[config.mk]
export PLATFORM = sky130hd
export DESIGN_NAME = face_blur_top
export DESIGN_NICKNAME = d
export VERILOG_FILES = /design/src/face_blur_pkg.sv /design/src/blur_kernel.sv /design/src/face_blur_top.sv /design/src/pixel_window.sv /design/src/region_regs.sv /design/src/stream_output.sv
export SDC_FILE = /design/constraint.sdc
export NUM_CORES = 2
export LEC_CHECK = 0
export ABC_AREA = 1
export BUFFER_PORTS_ARGS = -buffer_cell sky130_fd_sc_hd__buf_2
export CORE_ASPECT_RATIO = 0.8
export CORE_MARGIN = 4
export CORE_UTILIZATION = 35
export CTS_CLUSTER_SIZE = 40
export DETAILED_ROUTE_END_ITERATION = 12
export PLACE_DENSITY = 0.48
export SYNTH_ARGS = -nofsm -noshare
export SYNTH_HDL_FRONTEND = slang
export SYNTH_SLANG_ARGS = --single-unit
[constraint.sdc]
create_clock -name clk -period 16.45 [get_ports clk]
set_clock_uncertainty 0.2 [all_clocks]
set_input_delay 1.645 -clock clk [delete_from_list [all_inputs] [get_ports clk]]
set_output_delay 1.645 -clock clk [all_outputs]
set_load 0.02 [all_outputs]
[src/face_blur_pkg.sv]
package face_blur_pkg;

    // Frame geometry
    localparam int IMAGE_WIDTH   = 8;
    localparam int IMAGE_HEIGHT  = 6;
    localparam int COL_CNT_WIDTH = $clog2(IMAGE_WIDTH);
    localparam int ROW_CNT_WIDTH = $clog2(IMAGE_HEIGHT);
    localparam int COORD_WIDTH   = 8;

    // History covers four full rows plus the partial row of the newest taps
    localparam int KERNEL_ROWS   = 5;
    localparam int KERNEL_COLS   = 7;
    localparam int HISTORY_DEPTH = 4 * IMAGE_WIDTH + KERNEL_COLS;

    // Weight of a tap is 1 << shift; weights add up to 64
    localparam int BLUR_SHIFT [KERNEL_ROWS][KERNEL_COLS] = '{
        '{0, 0, 0, 0, 0, 1, 1},
        '{0, 0, 0, 0, 1, 1, 1},
        '{0, 0, 0, 1, 1, 1, 2},
        '{0, 0, 1, 1, 1, 2, 2},
        '{0, 1, 1, 1, 2, 2, 2}
    };
    localparam bit BLUR_ZERO [KERNEL_ROWS][KERNEL_COLS] = '{
        '{1, 1, 0, 0, 0, 0, 0},
        '{1, 0, 0, 0, 0, 0, 0},
        '{0, 0, 0, 0, 0, 0, 0},
        '{0, 0, 0, 0, 0, 0, 0},
        '{0, 0, 0, 0, 0, 0, 0}
    };
    localparam int CHANNEL_WIDTH = 4;
    localparam int NORM_SHIFT    = 6;
    localparam int SUM_WIDTH     = CHANNEL_WIDTH + NORM_SHIFT;

    // Wishbone register map in word addresses
    localparam int WB_ADR_WIDTH  = 3;
    localparam int WB_DATA_WIDTH = 32;
    localparam logic [WB_ADR_WIDTH-1:0] REG_CTRL      = 3'd0;
    localparam logic [WB_ADR_WIDTH-1:0] REG_COL_START = 3'd1;
    localparam logic [WB_ADR_WIDTH-1:0] REG_COL_END   = 3'd2;
    localparam logic [WB_ADR_WIDTH-1:0] REG_ROW_START = 3'd3;
    localparam logic [WB_ADR_WIDTH-1:0] REG_ROW_END   = 3'd4;

    typedef struct packed {
        logic [CHANNEL_WIDTH-1:0] red;
        logic [CHANNEL_WIDTH-1:0] green;
        logic [CHANNEL_WIDTH-1:0] blue;
    } pixel_t;

    typedef struct packed {
        pixel_t pixel;
        logic   sop;
        logic   eop;
    } stream_beat_t;

    typedef struct packed {
        logic [COORD_WIDTH-1:0] row;
        logic [COORD_WIDTH-1:0] col;
    } pixel_pos_t;

    typedef struct packed {
        logic                   enable;
        logic [COORD_WIDTH-1:0] col_start;
        logic [COORD_WIDTH-1:0] col_end;
        logic [COORD_WIDTH-1:0] row_start;
        logic [COORD_WIDTH-1:0] row_end;
    } blur_region_t;

    typedef pixel_t [KERNEL_ROWS-1:0][KERNEL_COLS-1:0] window_t;

endpackage

[src/blur_kernel.sv]
`timescale 1ns/1ps

module blur_kernel (
    input  face_blur_pkg::window_t window,
    output face_blur_pkg::pixel_t  blurred
);

    logic [face_blur_pkg::SUM_WIDTH-1:0] sum_red;
    logic [face_blur_pkg::SUM_WIDTH-1:0] sum_green;
    logic [face_blur_pkg::SUM_WIDTH-1:0] sum_blue;

    // One channel value scaled by its tap weight
    function automatic logic [face_blur_pkg::SUM_WIDTH-1:0] weigh(
        input logic [face_blur_pkg::CHANNEL_WIDTH-1:0] value,
        input int                                      r,
        input int                                      c
    );
        logic [face_blur_pkg::SUM_WIDTH-1:0] wide;
        wide = face_blur_pkg::SUM_WIDTH'(value);
        if (face_blur_pkg::BLUR_ZERO[r][c]) begin
            return '0;
        end
        return wide << face_blur_pkg::BLUR_SHIFT[r][c];
    endfunction

    // Largest sum is 15 * 64 so the sum width never overflows
    always_comb begin
        sum_red   = '0;
        sum_green = '0;
        sum_blue  = '0;
        for (int r = 0; r < face_blur_pkg::KERNEL_ROWS; r++) begin
            for (int c = 0; c < face_blur_pkg::KERNEL_COLS; c++) begin
                sum_red   = sum_red   + weigh(window[r][c].red,   r, c);
                sum_green = sum_green + weigh(window[r][c].green, r, c);
                sum_blue  = sum_blue  + weigh(window[r][c].blue,  r, c);
            end
        end
    end

    // Divide by the kernel sum of 64
    assign blurred.red   = face_blur_pkg::CHANNEL_WIDTH'(sum_red   >> face_blur_pkg::NORM_SHIFT);
    assign blurred.green = face_blur_pkg::CHANNEL_WIDTH'(sum_green >> face_blur_pkg::NORM_SHIFT);
    assign blurred.blue  = face_blur_pkg::CHANNEL_WIDTH'(sum_blue  >> face_blur_pkg::NORM_SHIFT);

endmodule

[src/face_blur_top.sv]
`timescale 1ns/1ps

module face_blur_top (
    input  logic                                     clk,
    input  logic                                     reset,
    input  logic                                     sink_valid,
    output logic                                     sink_ready,
    input  face_blur_pkg::stream_beat_t              sink_beat,
    output logic                                     source_valid,
    input  logic                                     source_ready,
    output face_blur_pkg::stream_beat_t              source_beat,
    input  logic                                     wb_cyc,
    input  logic                                     wb_stb,
    input  logic                                     wb_we,
    input  logic [face_blur_pkg::WB_ADR_WIDTH-1:0]   wb_adr,
    input  logic [face_blur_pkg::WB_DATA_WIDTH-1:0]  wb_dat_w,
    output logic [face_blur_pkg::WB_DATA_WIDTH-1:0]  wb_dat_r,
    output logic                                     wb_ack
);

    logic                         accept;
    face_blur_pkg::window_t       window;
    face_blur_pkg::pixel_pos_t    pos;
    face_blur_pkg::pixel_t        blurred;
    face_blur_pkg::blur_region_t  region;

    pixel_window window0 (
        .clk    (clk),
        .reset  (reset),
        .accept (accept),
        .beat   (sink_beat),
        .window (window),
        .pos    (pos)
    );

    blur_kernel kernel0 (
        .window  (window),
        .blurred (blurred)
    );

    region_regs regs0 (
        .clk      (clk),
        .reset    (reset),
        .wb_cyc   (wb_cyc),
        .wb_stb   (wb_stb),
        .wb_we    (wb_we),
        .wb_adr   (wb_adr),
        .wb_dat_w (wb_dat_w),
        .wb_dat_r (wb_dat_r),
        .wb_ack   (wb_ack),
        .region   (region)
    );

    stream_output output0 (
        .clk          (clk),
        .reset        (reset),
        .sink_valid   (sink_valid),
        .beat         (sink_beat),
        .pos          (pos),
        .blurred      (blurred),
        .region       (region),
        .source_ready (source_ready),
        .sink_ready   (sink_ready),
        .accept       (accept),
        .source_valid (source_valid),
        .source_beat  (source_beat)
    );

endmodule

[src/pixel_window.sv]
`timescale 1ns/1ps

module pixel_window (
    input  logic                        clk,
    input  logic                        reset,
    input  logic                        accept,
    input  face_blur_pkg::stream_beat_t beat,
    output face_blur_pkg::window_t      window,
    output face_blur_pkg::pixel_pos_t   pos
);

    // Entry 0 is the oldest pixel, the top entry the newest
    face_blur_pkg::pixel_t [face_blur_pkg::HISTORY_DEPTH-1:0] history;

    // Counters hold the position the next beat will take
    logic [face_blur_pkg::COL_CNT_WIDTH-1:0] col_cnt;
    logic [face_blur_pkg::ROW_CNT_WIDTH-1:0] row_cnt;
    logic [face_blur_pkg::COL_CNT_WIDTH-1:0] cur_col;
    logic [face_blur_pkg::ROW_CNT_WIDTH-1:0] cur_row;

    // A sop beat always lands in the top left corner
    always_comb begin
        if (beat.sop) begin
            cur_col = '0;
            cur_row = '0;
        end else begin
            cur_col = col_cnt;
            cur_row = row_cnt;
        end
    end

    assign pos.row = face_blur_pkg::COORD_WIDTH'(cur_row);
    assign pos.col = face_blur_pkg::COORD_WIDTH'(cur_col);

    always_ff @(posedge clk) begin
        if (reset) begin
            col_cnt <= '0;
            row_cnt <= '0;
        end else if (accept) begin
            if (cur_col == face_blur_pkg::COL_CNT_WIDTH'(face_blur_pkg::IMAGE_WIDTH - 1)) begin
                col_cnt <= '0;
                if (cur_row == face_blur_pkg::ROW_CNT_WIDTH'(face_blur_pkg::IMAGE_HEIGHT - 1)) begin
                    row_cnt <= '0;
                end else begin
                    row_cnt <= cur_row + 1'b1;
                end
            end else begin
                col_cnt <= cur_col + 1'b1;
                row_cnt <= cur_row;
            end
        end
    end

    always_ff @(posedge clk) begin
        if (reset) begin
            history <= '0;
        end else if (accept) begin
            if (beat.sop) begin
                // New frame starts from a blank history
                history <= '0;
            end else begin
                history[face_blur_pkg::HISTORY_DEPTH-2:0] <=
                    history[face_blur_pkg::HISTORY_DEPTH-1:1];
            end
            history[face_blur_pkg::HISTORY_DEPTH-1] <= beat.pixel;
        end
    end

    // Taps are one row apart every IMAGE_WIDTH entries
    always_comb begin
        for (int r = 0; r < face_blur_pkg::KERNEL_ROWS; r++) begin
            for (int c = 0; c < face_blur_pkg::KERNEL_COLS; c++) begin
                if (beat.sop) begin
                    window[r][c] = '0;
                end else begin
                    window[r][c] = history[r * face_blur_pkg::IMAGE_WIDTH + c];
                end
            end
        end
    end

endmodule

[src/region_regs.sv]
`timescale 1ns/1ps

module region_regs (
    input  logic                                     clk,
    input  logic                                     reset,
    input  logic                                     wb_cyc,
    input  logic                                     wb_stb,
    input  logic                                     wb_we,
    input  logic [face_blur_pkg::WB_ADR_WIDTH-1:0]   wb_adr,
    input  logic [face_blur_pkg::WB_DATA_WIDTH-1:0]  wb_dat_w,
    output logic [face_blur_pkg::WB_DATA_WIDTH-1:0]  wb_dat_r,
    output logic                                     wb_ack,
    output face_blur_pkg::blur_region_t              region
);

    logic                                    request;
    logic [face_blur_pkg::WB_DATA_WIDTH-1:0] read_data;

    // New request only while no ack is out, so each cycle gets one ack
    assign request = wb_cyc && wb_stb && !wb_ack;

    always_comb begin
        case (wb_adr)
            face_blur_pkg::REG_CTRL:
                read_data = face_blur_pkg::WB_DATA_WIDTH'(region.enable);
            face_blur_pkg::REG_COL_START:
                read_data = face_blur_pkg::WB_DATA_WIDTH'(region.col_start);
            face_blur_pkg::REG_COL_END:
                read_data = face_blur_pkg::WB_DATA_WIDTH'(region.col_end);
            face_blur_pkg::REG_ROW_START:
                read_data = face_blur_pkg::WB_DATA_WIDTH'(region.row_start);
            face_blur_pkg::REG_ROW_END:
                read_data = face_blur_pkg::WB_DATA_WIDTH'(region.row_end);
            default:
                read_data = '0;
        endcase
    end

    always_ff @(posedge clk) begin
        if (reset) begin
            wb_ack <= 1'b0;
        end else begin
            wb_ack <= request;
        end
    end

    // Readback is sampled with the request and held while ack is high
    always_ff @(posedge clk) begin
        if (request) begin
            wb_dat_r <= read_data;
        end
    end

    always_ff @(posedge clk) begin
        if (reset) begin
            region <= '0;
        end else if (request && wb_we) begin
            case (wb_adr)
                face_blur_pkg::REG_CTRL:
                    region.enable <= wb_dat_w[0];
                face_blur_pkg::REG_COL_START:
                    region.col_start <= wb_dat_w[face_blur_pkg::COORD_WIDTH-1:0];
                face_blur_pkg::REG_COL_END:
                    region.col_end <= wb_dat_w[face_blur_pkg::COORD_WIDTH-1:0];
                face_blur_pkg::REG_ROW_START:
                    region.row_start <= wb_dat_w[face_blur_pkg::COORD_WIDTH-1:0];
                face_blur_pkg::REG_ROW_END:
                    region.row_end <= wb_dat_w[face_blur_pkg::COORD_WIDTH-1:0];
                default: ;
            endcase
        end
    end

endmodule

[src/stream_output.sv]
`timescale 1ns/1ps

module stream_output (
    input  logic                         clk,
    input  logic                         reset,
    input  logic                         sink_valid,
    input  face_blur_pkg::stream_beat_t  beat,
    input  face_blur_pkg::pixel_pos_t    pos,
    input  face_blur_pkg::pixel_t        blurred,
    input  face_blur_pkg::blur_region_t  region,
    input  logic                         source_ready,
    output logic                         sink_ready,
    output logic                         accept,
    output logic                         source_valid,
    output face_blur_pkg::stream_beat_t  source_beat
);

    logic                  in_region;
    face_blur_pkg::pixel_t chosen;

    // Room when the register is empty or drains this cycle
    assign sink_ready = !source_valid || source_ready;
    assign accept     = sink_valid && sink_ready;

    // Bounds are inclusive on all four sides
    assign in_region = region.enable
                    && (pos.row >= region.row_start) && (pos.row <= region.row_end)
                    && (pos.col >= region.col_start) && (pos.col <= region.col_end);

    assign chosen = in_region ? blurred : beat.pixel;

    always_ff @(posedge clk) begin
        if (reset) begin
            source_valid <= 1'b0;
        end else if (accept) begin
            source_valid <= 1'b1;
        end else if (source_ready) begin
            source_valid <= 1'b0;
        end
    end

    // Flags ride along with the chosen pixel
    always_ff @(posedge clk) begin
        if (accept) begin
            source_beat.pixel <= chosen;
            source_beat.sop   <= beat.sop;
            source_beat.eop   <= beat.eop;
        end
    end

endmodule
After elaboration in Yosys (flattened, before gate mapping)
Index checks and enable logic that the tools add are counted.
{"block": "word_totals", "regBits": 543, "in_bits": 56}
{"block": "classes", "n_reduce_logical": 18, "n_addsub": 95, "magnitude_cmp": 4, "n_mux": 42, "eq_ne": 6}
{"operator": "two-way mux 456 bit", "count": 1}
{"operator": "adder 10 x 5 -> 10 bit", "count": 42}
{"operator": "two-way mux 12 bit", "count": 33}
{"operator": "adder 10 x 4 -> 10 bit", "count": 30}
{"operator": "adder 10 x 6 -> 10 bit", "count": 18}
{"operator": "case mux 8 bit (5 select lines)", "count": 1}
{"operator": "greater-or-equal comparator 3 x 8 -> 1 bit", "count": 2}
{"operator": "<= comparator 3 x 8 -> 1 bit", "count": 2}
{"operator": "adder 4 x 4 -> 5 bit", "count": 3}
{"operator": "two-way mux 3 bit", "count": 5}
{"operator": "AND reduction 2 bit", "count": 5}
{"operator": "== test 3 bit, second input constant", "count": 3}
{"operator": "logical AND 1 bit", "count": 8}
{"operator": "adder 3 x 1 -> 3 bit, second input constant", "count": 2}
{"operator": "== test 3 x 2 -> 1 bit, second input constant", "count": 2}
{"operator": "== test 3 x 1 -> 1 bit, second input constant", "count": 1}
{"operator": "logical NOT 3 bit", "count": 1}
{"operator": "logical NOT 1 bit", "count": 2}
{"operator": "two-way mux 1 bit", "count": 2}
{"operator": "nonzero test 2 bit", "count": 1}
{"operator": "logical OR 1 bit", "count": 1}

Logic depth before layout (Yosys ltp)
{"block": "depth", "word_depth": 33, "mapped_depth": 35}

Modules after synthesis
From an unflattened synthesis, not the netlist that was laid out.
{"block": "hier_totals", "cells_unflattened": 4259, "hier_area_um2": 34550.6}
{"module": "pixel_window", "area_per_inst_um2": 19218.4, "instances": 1, "cells_each": 2572}
{"module": "blur_kernel", "area_per_inst_um2": 11608.6, "instances": 1, "cells_each": 1192}
{"module": "region_regs", "area_per_inst_um2": 2134.5, "instances": 1, "cells_each": 287}
{"module": "stream_output", "area_per_inst_um2": 1589.0, "instances": 1, "cells_each": 208}

Worst setup path after synthesis
No wires, ideal clock.
{"block": "synth_path", "kind": "input -> register", "from": "input port sink_beat[1] (netlist name)", "to": "register, netlist name output0.source_beat[12]", "setup_ns": 0.253, "arrival_ns": 8.170, "t_required_ns": 15.997, "cell_stages": 34, "path_slack_ns": 7.827, "cell_sequence": "buf_6 > clkbuf_1 > buf_2 > buf_2 > nor2_1 > ha_1 > fa_1 > xor2_1 > fa_1 > inv_1 > fa_1 > fa_1 > fa_1 > inv_1 > fa_1 > inv_1 > fa_1 > inv_1 > fa_1 > inv_1 > fa_1 > inv_1 > ha_1 > inv_1 > nor4_1 > nand2_1 > nand2_1 > nand2_1 > nand2_2 > nand2_2 > nand2_1 > nand2_1 > nand3_1 > nand2_1"}
{"element": "start, declared", "line": "face_blur_top.sv:8", "text": "input face_blur_pkg::stream_beat_t sink_beat,"}

==> run metrics <==
Final setup viols 0; Crit-path slowest cell buf_4; final RePlAce weighted congestion 0.776; I/O Pins 105; most used cell, CP fa_1; final WL slightly above 70000 µm; Worst Setup End Kind flop; commonest non-fill, non-tap cell in the layout inv_1; Slowest Stage Delay on Critical Path between 600 and 700 ps; Sequential Power Share 0.311; Post-route DRC 0; IO buf count 56; initial antenna violation count 2; number of synthesized flops with an enable pin 22; max cap viols 0; Vias between 20000 and 25000; Initial DRC Count 1245; Top FF cell, synth dfxtp_1; Post-CTS Resized 0; Startpoint Class primary input; Slew HR 0.247; switching portion of total power 0.358; HP Start window0.history[35]; hold crit path type reg -> reg; setup TNS 0 ps; Initial Util 0.354; Yosys top cell by area dfxtp_1; WP data arrival 9120 ps; R2R setup slack 9110 ps; post-synthesis sequential area ratio 0.334; Hold Path Depth 2; Post-CTS Hold Buffers 0; most frequent cells in the layout 696 x inv_1, 485 x dfxtp_1, 425 x nor2_1; Filler cells 9161; DR pass1 iterations 5; share of cells above drive strength 1 0.0563; CTS max path bufs 3; asr flop ratio synth 0; Core Rows 97; reg-to-reg startpoint window0.history[44]; RSZ-0062 raised after global routing no; postcts setup bufs 0; CP delay by family, top adder cells; #FFs+latches synth 507; Ant. Diodes 0; leak pwr 15.1 nW; CTS tree yes; CTS Sinks 507; wire length of the first global-routing pass between 100000 and 150000 µm; Ys Warns 0; fin crit share 0.544; root buf cell clkbuf_16; Slew @ Worst Pin between 1000 and 1500 ps; Layout Nets 4131; hpwl dp about 49000 µm; gr usage total 0.156; Yosys top cell area share 0.313; largest net degree at the start of global routing 250; routed vias/inst 4.58; P_sw 0.00155 W; worst-path maximum fanout 56; Sequential Area 10400 µm²; Die Y-Extent 274 µm; Syn-to-layout area delta 9.54%; P_int 0.00278 W; multi-input logic area 17000 µm²; Synth Instances 3670; CTS clk-pin slew, worst paths 60 ps; final setup margin 7500 ps; Final ANT Viol Nets 0; WL/cell 14.9 µm; synth top area cells dfxtp_1 31%, fa_1 23%, inv_1 8.4%; CP Buf/Inv Count 8; Period minus WS final around 8900 ps; FF-to-FF path depth 31; total CTS buffers 58; critical path class in -> reg; die area 93500 µm²; H-tree depth 2; clock power share 0.319; Mean Syn Cell Area 8.45 µm²; core area 87700 µm²; reg-to-reg endpoint output0.source_beat[12]; status finished clean; vias in the first global route 21529; Synth Cell Area 31000 µm²; dpl ws 6750 ps; total congestion overflow 0; Clock Latency Late Sink 620 ps; Pwr Density 127 nW/µm²; VDD IR-drop max around 120 µV; Fmax 0.112 GHz; Final Hold Vio Count 0; Comb pwr share 0.370; Synth cell types 44; Min-Delay Endpoint window0.history[35]; Die X ~340 µm; Crit path required time roughly 17000 ps; fin. max-slew vios 0
==> cell usage after synthesis (5+ instances only) <==
master	number
a211oi_1	50
a21oi_1	393
buf_1	7
buf_2	81
buf_4	24
clkbuf_1	114
dfxtp_1	485
edfxtp_1	22
fa_1	364
ha_1	116
inv_1	696
inv_2	13
nand2_1	316
nand2_2	5
nand3_1	68
nor2_1	425
nor2_2	5
nor4_1	10
o21ai_0	403
o21ai_1	7
o22ai_1	9
xor2_1	7
==> worst max-delay path by stage <==
stage	slack [ps]	to	startpoint	cells past startpoint
after floorplan	7830	output0.source_beat[12]	sink_beat[1]	34
after global placement	6740	output0.source_beat[4]	sink_beat[1]	30
after detailed placement	6750	output0.source_beat[4]	sink_beat[1]	30
after CTS	7420	output0.source_beat[4]	sink_beat[1]	30
after global routing	7010	output0.source_beat[4]	sink_beat[1]	30
final	7500	output0.source_beat[3]	sink_beat[1]	30
==> worst reg2reg max path: cells and delay by family (launching register included) <==
family | cells | cell delay [ps]
xor+xnor | 1 | 170
simple gates | 11 | 1110
buf+inv | 8 | 420
flops | 1 | 310
fa+ha+maj | 11 | 4880
==> per-stage QoR <==
step           instances  instance area [µm²]  hold slack [ps]  power [W]   util
5_1_grt             4829                34000              263    0.00472  0.387
6_report            4829                34000              251    0.00432  0.387
3_5_place_dp        4723                32000              244    0.00301  0.364
2_1_floorplan       3693                31100              230    0.00258      -
4_1_cts             4829                34000              254    0.00442  0.387
3_3_place_gp        4723                32000              240    0.00300  0.364
==> registers in the layout, indices dropped and copies added (netlist names) <==
name and count:
window0.history 444, regs0.region 33, output0.source_beat 14, regs0.wb_dat_r 8, window0.col_cnt 3, window0.row_cnt 3
output0.source_valid 1, regs0.wb_ack 1
==> area by class of cell <==
type / instances / area share
repair buffers: 72 / 0.0132
inverters: 710 / 0.0791
clock inverters: 25 / 0.0108
clock buffers: 81 / 0.0479
well taps: 1188 / 0.0437
flip-flops and latches: 507 / 0.305
multi-input cells: 2246 / 0.500
==> power by group through the flow <==
stage	Sequential, W	Clock, W	Combinational (W)
after floorplan	0.00137	0	0.00122
after global placement	0.00137	0	0.00164
after detailed placement	0.00137	0	0.00164
after CTS	0.00134	0.00143	0.00165
after global routing	0.00135	0.00148	0.00190
final	0.00134	0.00138	0.00160
==> layer usage <==
layer	wire (µm)	global-route usage	up-vias
met2	30600	0.234	228
met5	0	0	-
met4	1190	0.0315	0
met3	2510	0.0203	72
met1	37400	0.240	10503
li1	-	-	11291
==> cells by family (layout without fill, tap and decap cells) <==
| kind of cell | Yosys count | in the layout | share of synthesized area |
|---|---|---|---|
| buf+inv | 940 | 888 | 0.121 |
| fa+ha+maj | 480 | 480 | 0.282 |
| xor+xnor | 10 | 10 | 0.00282 |
| other cells | 1 | 24 | 0.000121 |
| compound gates | 882 | 882 | 0.149 |
| simple gates | 850 | 850 | 0.111 |
| flops | 507 | 507 | 0.334 |
No activity file was read; power rests on OpenSTA's default activity.
